File: config.mk
export PLATFORM = sky130hd
export DESIGN_NAME = axil_front
export DESIGN_NICKNAME = d
export VERILOG_FILES = /design/src/rtl/bus_pkg.sv /design/src/rtl/axil_front.sv
export SDC_FILE = /design/constraint.sdc
export NUM_CORES = 1
export LEC_CHECK = 0
export ABC_AREA = 1
export BUFFER_PORTS_ARGS = -buffer_cell sky130_fd_sc_hd__buf_2
export CAP_MARGIN = 5
export CORE_MARGIN = 4
export CORE_UTILIZATION = 42
export DETAILED_ROUTE_END_ITERATION = 8
export PLACE_DENSITY = 0.85
export SETUP_SLACK_MARGIN = 0.5
export SKIP_CTS_REPAIR_TIMING = 1
export SLEW_MARGIN = 20
export SYNTH_ARGS = -nofsm -noshare
export SYNTH_HDL_FRONTEND = slang
export SYNTH_SLANG_ARGS = --single-unit
File: constraint.sdc
create_clock -name clk_i -period 3.3 [get_ports clk_i]
set_input_delay 0.495 -clock clk_i [delete_from_list [all_inputs] [get_ports clk_i]]
set_output_delay 0.495 -clock clk_i [all_outputs]
set_load 0.05 [all_outputs]
File: src/rtl/bus_pkg.sv
// AXI4-Lite bus widths, response codes and the request/response types passed between blocks
package bus_pkg;

    localparam int ADDR_W = 20;
    localparam int DATA_W = 32;
    localparam int STRB_W = DATA_W / 8;
    localparam int BYTE_W = 8;                       // Only byte lane 0 carries data

    localparam int FLAT_PFX_W = 3;
    localparam int FLAT_OFS_W = ADDR_W - FLAT_PFX_W; // 17-bit RAM offset
    localparam int CPU_PFX_W  = 4;
    localparam int CPU_ADDR_W = ADDR_W - CPU_PFX_W;  // 16-bit 6502 address

    localparam logic [1:0] RESP_OKAY   = 2'b00;
    localparam logic [1:0] RESP_SLVERR = 2'b10;
    localparam logic [1:0] RESP_DECERR = 2'b11;

    typedef struct packed {
        logic [FLAT_PFX_W-1:0] prefix;
        logic [FLAT_OFS_W-1:0] offset;
    } flat_view_t;

    typedef struct packed {
        logic [CPU_PFX_W-1:0]  prefix;
        logic [CPU_ADDR_W-1:0] cpu_addr;
    } cpu_view_t;

    // Same 20-bit word, seen as flat RAM offset or as CPU address
    typedef union packed {
        flat_view_t flat;
        cpu_view_t  cpu;
    } bus_addr_u;

    typedef struct packed {
        logic              valid;
        logic              write;
        bus_addr_u         addr;
        logic [BYTE_W-1:0] wdata;
        logic              be;       // Write strobe bit 0
    } axil_req_t;

    typedef struct packed {
        logic [BYTE_W-1:0] rdata;
        logic [1:0]        resp;
    } blk_resp_t;

endpackage

File: src/rtl/axil_front.sv
// AXI4-Lite slave front end; accepts one read or write at a time and returns its response
`timescale 1ns/1ps

module axil_front (
    input  logic                          clk_i,
    input  logic                          rst_n_i,
    input  logic                          s_awvalid_i,
    input  logic [bus_pkg::ADDR_W-1:0]    s_awaddr_i,
    input  logic                          s_wvalid_i,
    input  logic [bus_pkg::DATA_W-1:0]    s_wdata_i,
    input  logic [bus_pkg::STRB_W-1:0]    s_wstrb_i,
    input  logic                          s_bready_i,
    input  logic                          s_arvalid_i,
    input  logic [bus_pkg::ADDR_W-1:0]    s_araddr_i,
    input  logic                          s_rready_i,
    output logic                          s_awready_o,
    output logic                          s_wready_o,
    output logic                          s_bvalid_o,
    output logic [1:0]                    s_bresp_o,
    output logic                          s_arready_o,
    output logic                          s_rvalid_o,
    output logic [bus_pkg::DATA_W-1:0]    s_rdata_o,
    output logic [1:0]                    s_rresp_o,
    output bus_pkg::axil_req_t            req_o,
    input  logic                          done_i,
    input  bus_pkg::blk_resp_t            resp_i
);

    typedef enum logic [1:0] {
        ST_IDLE,
        ST_BUSY,
        ST_RESP
    } state_t;

    state_t                      state_q;
    logic                        aw_rdy_q;
    logic                        ar_rdy_q;
    logic                        req_vld_q;
    logic                        write_q;
    bus_pkg::bus_addr_u          addr_q;
    logic [bus_pkg::BYTE_W-1:0]  wdata_q;
    logic                        be_q;
    bus_pkg::blk_resp_t          resp_q;

    logic wr_take;
    logic rd_take;
    logic resp_take;

    assign wr_take   = aw_rdy_q && s_awvalid_i && s_wvalid_i;
    assign rd_take   = ar_rdy_q && s_arvalid_i;
    assign resp_take = (state_q == ST_RESP) && (write_q ? s_bready_i : s_rready_i);

    always_ff @(posedge clk_i or negedge rst_n_i) begin
        if (!rst_n_i) begin
            state_q   <= ST_IDLE;
            aw_rdy_q  <= 1'b0;
            ar_rdy_q  <= 1'b0;
            req_vld_q <= 1'b0;
            write_q   <= 1'b0;
        end else begin
            req_vld_q <= 1'b0;                          // Request lasts one cycle
            case (state_q)
                ST_IDLE: begin
                    if (wr_take) begin
                        aw_rdy_q  <= 1'b0;
                        write_q   <= 1'b1;
                        req_vld_q <= 1'b1;
                        state_q   <= ST_BUSY;
                    end else if (rd_take) begin
                        ar_rdy_q  <= 1'b0;
                        write_q   <= 1'b0;
                        req_vld_q <= 1'b1;
                        state_q   <= ST_BUSY;
                    end else if (aw_rdy_q || ar_rdy_q) begin
                        aw_rdy_q <= 1'b0;                   // Offer withdrawn
                        ar_rdy_q <= 1'b0;
                    end else if (s_awvalid_i && s_wvalid_i) begin
                        aw_rdy_q <= 1'b1;                   // Writes win ties
                    end else if (s_arvalid_i && !s_awvalid_i && !s_wvalid_i) begin
                        ar_rdy_q <= 1'b1;
                    end
                end
                ST_BUSY: if (done_i) state_q <= ST_RESP;
                ST_RESP: if (resp_take) state_q <= ST_IDLE;
                default: state_q <= ST_IDLE;
            endcase
        end
    end

    always_ff @(posedge clk_i) begin
        if (wr_take) begin
            addr_q  <= s_awaddr_i;
            wdata_q <= s_wdata_i[bus_pkg::BYTE_W-1:0];  // Lane 0 only
            be_q    <= s_wstrb_i[0];
        end else if (rd_take) begin
            addr_q  <= s_araddr_i;
            wdata_q <= '0;
            be_q    <= 1'b0;
        end
        if (state_q == ST_BUSY && done_i) resp_q <= resp_i;
    end

    assign req_o = '{valid: req_vld_q, write: write_q, addr: addr_q, wdata: wdata_q, be: be_q};

    assign s_awready_o = aw_rdy_q;
    assign s_wready_o  = aw_rdy_q;
    assign s_arready_o = ar_rdy_q;
    assign s_bvalid_o  = (state_q == ST_RESP) && write_q;
    assign s_rvalid_o  = (state_q == ST_RESP) && !write_q;
    assign s_bresp_o   = resp_q.resp;
    assign s_rresp_o   = resp_q.resp;
    assign s_rdata_o   = {{(bus_pkg::DATA_W - bus_pkg::BYTE_W){1'b0}}, resp_q.rdata};

endmodule

==> results of run 1 <==
-- power breakdown --
group	switching (W)	internal (W)
Sequential	0.0000476	0.000751
Clock	0.000163	0.000149
Combinational	0.000620	0.000150
Total	0.000831	0.00105
-- path summary, 6_finish.rpt --
path / from / to / cells after the start
setup reg to reg: s_awready_o$_DFFE_PN0P_ / write_q$_DFFE_PN0P_ / 6
hold / removal: rst_n_i / req_vld_q$_DFF_PN0_ / 1
max in group asynchronous: rst_n_i / write_q$_DFFE_PN0P_ / 1
hold reg to reg: write_q$_DFFE_PN0P_ / write_q$_DFFE_PN0P_ / 2
setup / recovery: state_q[0]$_DFFE_PN0P_ / s_bvalid_o / 4
min in group clk_i: resp_i[4] / s_rdata_o[2]$_DFFE_PP_ / 1
-- state kept, by name, indices dropped and copies added, names as in the netlist --
| name | flops |
|---|---|
| addr_q | 20 |
| s_awready_o | 1 |
| state_q | 2 |
| be_q | 1 |
| wdata_q | 8 |
| s_arready_o | 1 |
| s_rdata_o | 8 |
| write_q | 1 |
| req_vld_q | 1 |
| s_bresp_o | 2 |
-- layout by cell type, fill, tap and decap left out --
master,instances
buf_2,114
buf_4,1
clkbuf_1,2
clkbuf_8,5
clkinv_2,1
conb_1,24
dfrtp_1,6
edfxtp_1,39
inv_1,17
inv_2,1
nand2_1,78
nand3_1,3
nand3_4,1
nand4_1,1
nor2_1,15
o21ai_0,2
-- cell type report --
cell class / instances / share of cell area
Clock buffer: 7 / 0.0291
Clock inverter: 1 / 0.00191
Inverter: 18 / 0.0258
Multi-Input combinational cell: 124 / 0.186
Sequential cell: 45 / 0.504
Tap cell: 67 / 0.0320
Timing Repair Buffer: 115 / 0.221
-- cell families after synthesis --
kind of cell	after synthesis
DFF	45
buffers and inverters	53
AOI/OAI and AO/OA	2
other	1
and+or+nand+nor	98
-- metal layers --
layer	vias to the layer above	wire, µm	GRT usage	part of all wire
met5	-	0	0	0
met4	0	111	0.0717	0.024
met3	10	437	0.0356	0.096
met2	88	2270	0.253	0.50
met1	683	1740	0.166	0.38
li1	786	-	-	-
-- stage by stage --
stage	setup slack [ns]	utilization	hold WS, ns	instances	total power [W]
2_1_floorplan	1.32	-	0.199	222	0.00146
3_3_place_gp	1.44	0.537	0.323	369	0.00157
5_1_grt	1.32	0.555	0.0144	377	0.00198
3_5_place_dp	1.41	0.537	0.328	369	0.00159
6_report	1.55	0.555	0.0216	377	0.00188
4_1_cts	1.53	0.555	0.0216	377	0.00190
==> metrics.txt, run 1 <==
status complete, no violations; die footprint 0.00609 mm²; Max clock buf depth 2; ranking of synthesized cells by area edfxtp_1 57%, nand2_1 14%, buf_4 11%; Avg Synthesized Cell Area 10.3 µm²; CP arrival roughly 1.3 ns; first-pass detailed-route iteration total 4; Area after DPL 0.00254 mm²; TritonCTS Buffers 5; multiplexer area fraction after synthesis 0; Critical Path Most Common Cell nor2_1; Fmax achieved 570 MHz; drt wl/cell roughly 12 µm; crit-path cells nor2_1, inv_1, nor2_1, buf_2; Worst path max stage delay 0.41 ns; area grow syn2layout 27.2%; Crit Path Max Fanout 4; # rows 25; DR vias about 1600; H-tree lvl count 2; Synth Area in Compound Gates 0.00486; final setup vio count 0; Clock Latency Late Sink between 0.2 and 0.3 ns; Synth Area in Adders 0; DRC viols 0; CTS tree yes; layout cells sized above 1 0.397; clock sinks 45; post-layout minimum cycle time 1.75 ns; Crit. End Element primary output; Worst path slowest cell dfrtp_1; Post-Synth XOR/XNOR Area 0; vias per cell 4.16; LEAKAGE 1.39 nW; CP Launch Type register; fin area 0.00262 mm²; Top delay family on crit path flip-flops; RSZ-0062 raised after global routing false; register area share after synthesis 0.642; Nets 403; Post-synth EDFFs 39; max cap viols 0; synth unique cells 14; Crit Path Category reg2out; top_reg_cell synth edfxtp_1; final worst-path cycle share 0.532; Yosys Warn Count 0; HP Class in2async; Yosys top cell by area edfxtp_1; Clock transition at path regs around 0.080 ns; Max IR drop VDD 0.356 mV; power density over cell area 718 mW/mm²; Final GP Congestion a little under 0.8; wirelength, routed 4.56 mm; Die Y-Extent 78.0 µm; Die Width 78.0 µm; first-pass GRT wire length 7.02 mm; Slew Limit Fails 0; GRT Util Overall 0.145; R2R setup slack 1.57 ns; worst path bufs/invs 2; most common cell in the synthesized netlist nand2_1; post-synthesis instance total a little under 200; register area between 0.001 and 0.0015 mm²; root buf cell clkbuf_8; DR iter-0 viols 54; area share of and/or/nand/nor cells after synthesis 0.188; post-route ant nets 0; largest net degree at the start of global routing 34; DP Wirelength 3.54 mm; synth cell count leaders 78 x nand2_1, 39 x edfxtp_1, 30 x buf_4; TNS Setup 0 ns; largest family of logic cells by synthesized area simple AND/OR/NAND/NOR gates; area occupied by multi-input gates 488 µm²; Synth top area share 0.569; Overflow after GRT 0; Core Box Area 0.00472 mm²; Initial Util 0.436; antenna cell count 0; IO Count 166; Final Hold Fails 0; data required time of the worst path between 2 and 3 ns; share of synthesized flip-flops with an asynchronous set or reset 0.133; Filler Cells Inserted 415; vias in the first global route about 1500; Worst Skew 0.00633 ns; antenna violations before repair 0; port bufs 114; synthesized cell area 0.00206 mm²; synthesis-stage register bit count 45
Note: power is estimated with default switching activity, not from simulation.
==> run 2, diff against run 1 <==
- CORE_UTILIZATION: 42 -> 39
- PLACE_DENSITY: 0.85 -> 0.8
- clock period: 3.3 -> 1.69 ns (I/O delays scaled with it)
==> metrics.txt, run 2 (synthesis gave the netlist of run 1 again) <==
worst r2r dst addr_q[17]$_DFFE_PP_; Nets 419 (+4.0%); vias in the first global route 1408 (-6.6%); antenna cell count 0 (unchanged); Hold EP s_rdata_o[7]$_DFFE_PP_; Cells on Worst Hold Path 1; R2R setup slack 0.44 ns (-1.13 ns); CTS tree yes; Fmax achieved 691 MHz; Die Width 80.7 µm (+3.4%); power density over cell area 1350 mW/mm² (+89%); sw frac 0.444 (+0.00184); fin area 0.00302 mm² (+15%); Area after DPL 0.00258 mm² (+1.6%); most frequent cells in the layout 102 x buf_2, 50 x nand2_1, 39 x edfxtp_1; port bufs 114 (unchanged); Max IR drop VDD 0.845 mV (+140%); Worst Hold Launch resp_i[9]; IO Count 166 (unchanged); Initial Util 0.403 (-0.0328); TNS Setup 0 ns (unchanged); Die Y-Extent 80.7 µm (+3.4%); cell count of the worst reg-to-reg path 6 (unchanged); Core Box Area 0.00511 mm² (+8.1%); final worst-path cycle share 0.856; first-pass GRT wire length 6.25 mm (-11%); vias per cell 4.21 (+1.4%); DR iter-0 viols 37 (-31%); Crit Path Category reg2out; H-tree lvl count 2 (unchanged); final worst slack 0.244 ns (-1.30 ns); LEAKAGE 1.52 nW (+9.1%); post-route ant nets 0 (unchanged); area grow syn2layout 46.8%; HP Class in2reg; DRC viols 0 (unchanged); data required time of the worst path 1.44 ns (-1.36 ns); RSZ-0062 raised after global routing true; Slew Limit Fails 0 (unchanged); DP Wirelength 3.58 mm (+1.1%); final hold slack 0.130 ns (+0.108 ns); Overflow after GRT 0 (unchanged); Final Hold Fails 0 (unchanged); status complete, no violations; DR vias 1669 (+6.5%); Filler Cells Inserted 452 (+8.9%); Max clock buf depth 2 (unchanged); TritonCTS Buffers 5 (unchanged); Clock transition at path regs 0.08 ns (about the same); clock sinks 45 (unchanged); Reg2Reg Launch Point s_awready_o$_DFFE_PN0P_; most common cell after layout, fill and taps aside buf_2; share of total power in the clock network 0.155 (-0.011); first-pass detailed-route iteration total 4 (unchanged); antenna violations before repair 0 (unchanged); Net Sw Power 0.00182 W (+120%); CP arrival 1.19 ns (-0.07 ns); internal power 0.00228 W (+120%); final setup vio count 0 (unchanged); root buf cell clkbuf_8; wirelength, routed 5.32 mm (+17%); combinational power share 0.459 (+0.049); Crit. End Element primary output; Clock Latency Late Sink 0.29 ns (about the same); sequential share of power 0.386 (-0.039); die footprint 0.00651 mm² (+6.9%); layout cells sized above 1 0.540 (+0.143); CP Launch Type register; post-layout minimum cycle time 1.45 ns; # rows 26 (+4.0%); most flop-heavy register addr_q; worst setup slack after placement 0.459 ns (-0.949 ns); number of flip-flops in the largest register 20 (unchanged); GRT Util Overall 0.127 (-0.0179); Crit Path Max Fanout 3 (-1); Final GP Congestion 0.714 (-7.8%); drt wl/cell 13.4 µm (+11%); max cap viols 0 (unchanged); largest net degree at the start of global routing 31 (-8.8%); Worst Skew 0.00823 ns (+0.00190 ns)
## run 2: changes by cell type in the layout (fill, tap and decap cells not counted), moves of 5 or more
cell and delta:
nand2_1 -28, nand2_4 +5, nand2_2 +23, buf_2 -12
buf_6 +9, buf_4 +9
## run 2: metal layers
| layer | part of all wire | vias to the layer above | track usage |
|---|---|---|---|
| li1 | - | 824 | - |
| met1 | 0.39 | 762 | 0.136 |
| met2 | 0.54 | 77 | 0.243 |
| met3 | 0.065 | 6 | 0.0269 |
| met4 | 0.011 | 0 | 0.0473 |
| met5 | 0 | - | 0 |
## run 2: how the worst max path moves through the flow
stage,cells past startpoint,endpoint,from,slack [ns]
floorplan,2,addr_q[0]$_DFFE_PP_,s_awready_o$_DFFE_PN0P_,0.41
CTS,4,s_rvalid_o,state_q[0]$_DFFE_PN0P_,0.14
detailed placement,4,addr_q[4]$_DFFE_PP_,s_awready_o$_DFFE_PN0P_,0.46
global placement,4,s_bvalid_o,state_q[0]$_DFFE_PN0P_,0.49
finish,5,s_rvalid_o,state_q[1]$_DFFE_PN0P_,0.24
global route,5,s_rvalid_o,state_q[1]$_DFFE_PN0P_,0.19
## run 2: stage by stage
stage	instances	util	power [W]
finish	396	0.592	0.00409
detailed placement	373	0.505	0.00314
global route	396	0.592	0.00428
global placement	373	0.505	0.00310
floorplan	222	-	0.00289
CTS	381	0.522	0.00378
## run 2: area by class of cell
cell class,count,area (µm²),share of cell area
repair buffers,126,777,0.257
clock inverters,3,17.5,0.00579
inverters,18,83.8,0.0277
well taps,70,87.6,0.0290
flip-flops and latches,45,1330,0.438
repair inverters,3,27.5,0.00911
clock buffers,5,68.8,0.0228
multi-input cells,126,636,0.210
## run 2: worst max-delay path, cell delays in order, from the launching register on
cell and delay [ns]:
dfrtp_1 0.37, inv_2 0.05, nor2_2 0.13, inv_2 0.07
nor2_4 0.11, buf_6 0.16
## run 2: power by group through the flow
stage / Combinational, W / Clock (W) / Sequential (W)
global placement: 0.00152 / 0 / 0.00158
CTS: 0.00155 / 0.000660 / 0.00157
detailed placement: 0.00155 / 0 / 0.00159
finish: 0.00188 / 0.000635 / 0.00158
global route: 0.00198 / 0.000701 / 0.00160
floorplan: 0.000789 / 0 / 0.00210
==> run 3, diff against run 2 <==
- PLACE_DENSITY: 0.8 -> default
- PLACE_DENSITY_LB_ADDON: default -> 0.2
- SKIP_LAST_GASP: default -> 1
==> metrics.txt, run 3 (synthesis gave the netlist of run 1 again) <==
antenna violations before repair 0 (unchanged); sw frac 0.422 (-0.0219); # rows 26 (unchanged); DRC viols 0 (unchanged); DR iter-0 viols 35 (-5.4%); LEAKAGE 1.61 nW (+6.1%); die footprint 0.00651 mm² (unchanged); vias in the first global route 1361 (-3.3%); Slew Limit Fails 0 (unchanged); HP Class in2reg; drt wl/cell 13.3 µm (-1.1%); final worst-path cycle share 0.828 (-0.0281); Crit Path Max Fanout 2 (-1); internal power 0.00258 W (+13%); root buf cell clkbuf_8; Worst Hold Launch resp_i[9]; area grow syn2layout 59.4%; Finished Core Util 0.643 (+0.0507); most flop-heavy register addr_q; Hold EP s_rdata_o[7]$_DFFE_PP_; max cap viols 0 (unchanged); most frequent cells in the layout 106 x buf_2, 46 x nand2_1, 39 x edfxtp_1; combinational power share 0.472 (+0.013); Max clock buf depth 2 (unchanged); share of total power in the clock network 0.175 (+0.020); Die Width 80.7 µm (unchanged); post-route ant nets 0 (unchanged); TNS Setup 0 ns (unchanged); IO Count 166 (unchanged); Overflow after GRT 0 (unchanged); most common cell after layout, fill and taps aside buf_2; Reg2Reg Launch Point s_awready_o$_DFFE_PN0P_; Nets 427 (+1.9%); Net Sw Power 0.00188 W (+3.5%); Crit. End Element primary output; Core Box Area 0.00511 mm² (unchanged); final setup vio count 0 (unchanged); status complete, no violations; crit path from state_q[0]$_DFFE_PN0P_; DP Wirelength 3.51 mm (-2.1%); Initial Util 0.403 (unchanged); vias per cell 4.16 (-1.4%); H-tree lvl count 2 (unchanged); post-layout minimum cycle time 1.40 ns (-0.0474 ns); worst r2r dst addr_q[7]$_DFFE_PP_; Cells on Worst Hold Path 1 (unchanged); CTS tree yes; wirelength, routed 5.37 mm (+0.94%); R2R setup slack 0.39 ns (-0.05 ns); Worst Skew 0.00405 ns (-0.00418 ns); layout cells sized above 1 0.593 (+0.0529); antenna cell count 0 (unchanged); Final Hold Fails 0 (unchanged); cell count of the worst reg-to-reg path 6 (unchanged); Filler Cells Inserted 452 (unchanged); Fmax achieved 715 MHz (+3.4%); first-pass detailed-route iteration total 4 (unchanged); power density over cell area 1360 mW/mm² (+0.30%); Clock transition at path regs 0.08 ns (about the same); RSZ-0062 raised after global routing true; TritonCTS Buffers 5 (unchanged); port bufs 114 (unchanged); largest net degree at the start of global routing 31 (unchanged); data required time of the worst path 1.44 ns (about the same); number of flip-flops in the largest register 20 (unchanged); CP Launch Type register; DR vias 1679 (+0.60%); Die Y-Extent 80.7 µm (unchanged); Max IR drop VDD 0.810 mV (-4.2%); first-pass GRT wire length 6.37 mm (+1.9%); clock sinks 45 (unchanged); CP arrival 1.15 ns (-0.04 ns); GRT Util Overall 0.132 (+0.00457); Clock Latency Late Sink 0.29 ns (about the same); Final GP Congestion 0.705 (-1.3%); sequential share of power 0.353 (-0.033); Crit Path Category reg2out
==> run 3: cell type report <==
class | count | area [µm²] | share of cell area
flip-flops and latches | 45 | 1330 | 0.404
repair buffers | 135 | 903 | 0.275
multi-input cells | 128 | 781 | 0.238
well taps | 70 | 87.6 | 0.0267
inverters | 18 | 78.8 | 0.0240
clock buffers | 6 | 72.6 | 0.0221
clock inverters | 2 | 33.8 | 0.0103
==> run 3: worst max path at each step <==
stage	to	slack (ns)	cells after the start
finish	s_bvalid_o	0.29	4
global placement	addr_q[1]$_DFFE_PP_	0.44	4
floorplan	addr_q[0]$_DFFE_PP_	0.41	2
detailed placement	addr_q[1]$_DFFE_PP_	0.45	4
global route	s_bvalid_o	0.21	4
CTS	s_rvalid_o	0.16	4
==> run 3: critical path: stages (launching register included) <==
cell     delay (ns)
dfrtp_1        0.41
nor2_4         0.12
inv_2          0.06
nor2_2         0.10
buf_6          0.17
==> run 3: stage by stage <==
stage / total power, W / area [µm²] / worst slack, ns / hold slack (ns) / std cells
finish: 0.00446 / 3280 / 0.291 / 0.134 / 404
global route: 0.00467 / 3280 / 0.212 / 0.111 / 404
CTS: 0.00391 / 2690 / 0.159 / -0.233 / 381
detailed placement: 0.00314 / 2580 / 0.450 / 0.0866 / 373
global placement: 0.00312 / 2580 / 0.445 / 0.0826 / 373
floorplan: 0.00289 / 2190 / 0.414 / -0.0421 / 222
==> run 3: per-layer routing <==
metal  GRT usage  vias to the layer above  wire length, µm
li1            -                      845                -
met1       0.151                      751             1970
met2       0.230                       78             2840
met3      0.0460                        5              505
met4      0.0405                        0               54
met5           0                        -                0
==> run 3: power groups by stage <==
stage | combinational, W | clock (W) | sequential (W)
floorplan | 0.000789 | 0 | 0.00210
global placement | 0.00153 | 0 | 0.00158
detailed placement | 0.00154 | 0 | 0.00159
CTS | 0.00155 | 0.000792 | 0.00157
global route | 0.00223 | 0.000851 | 0.00160
finish | 0.00210 | 0.000779 | 0.00158
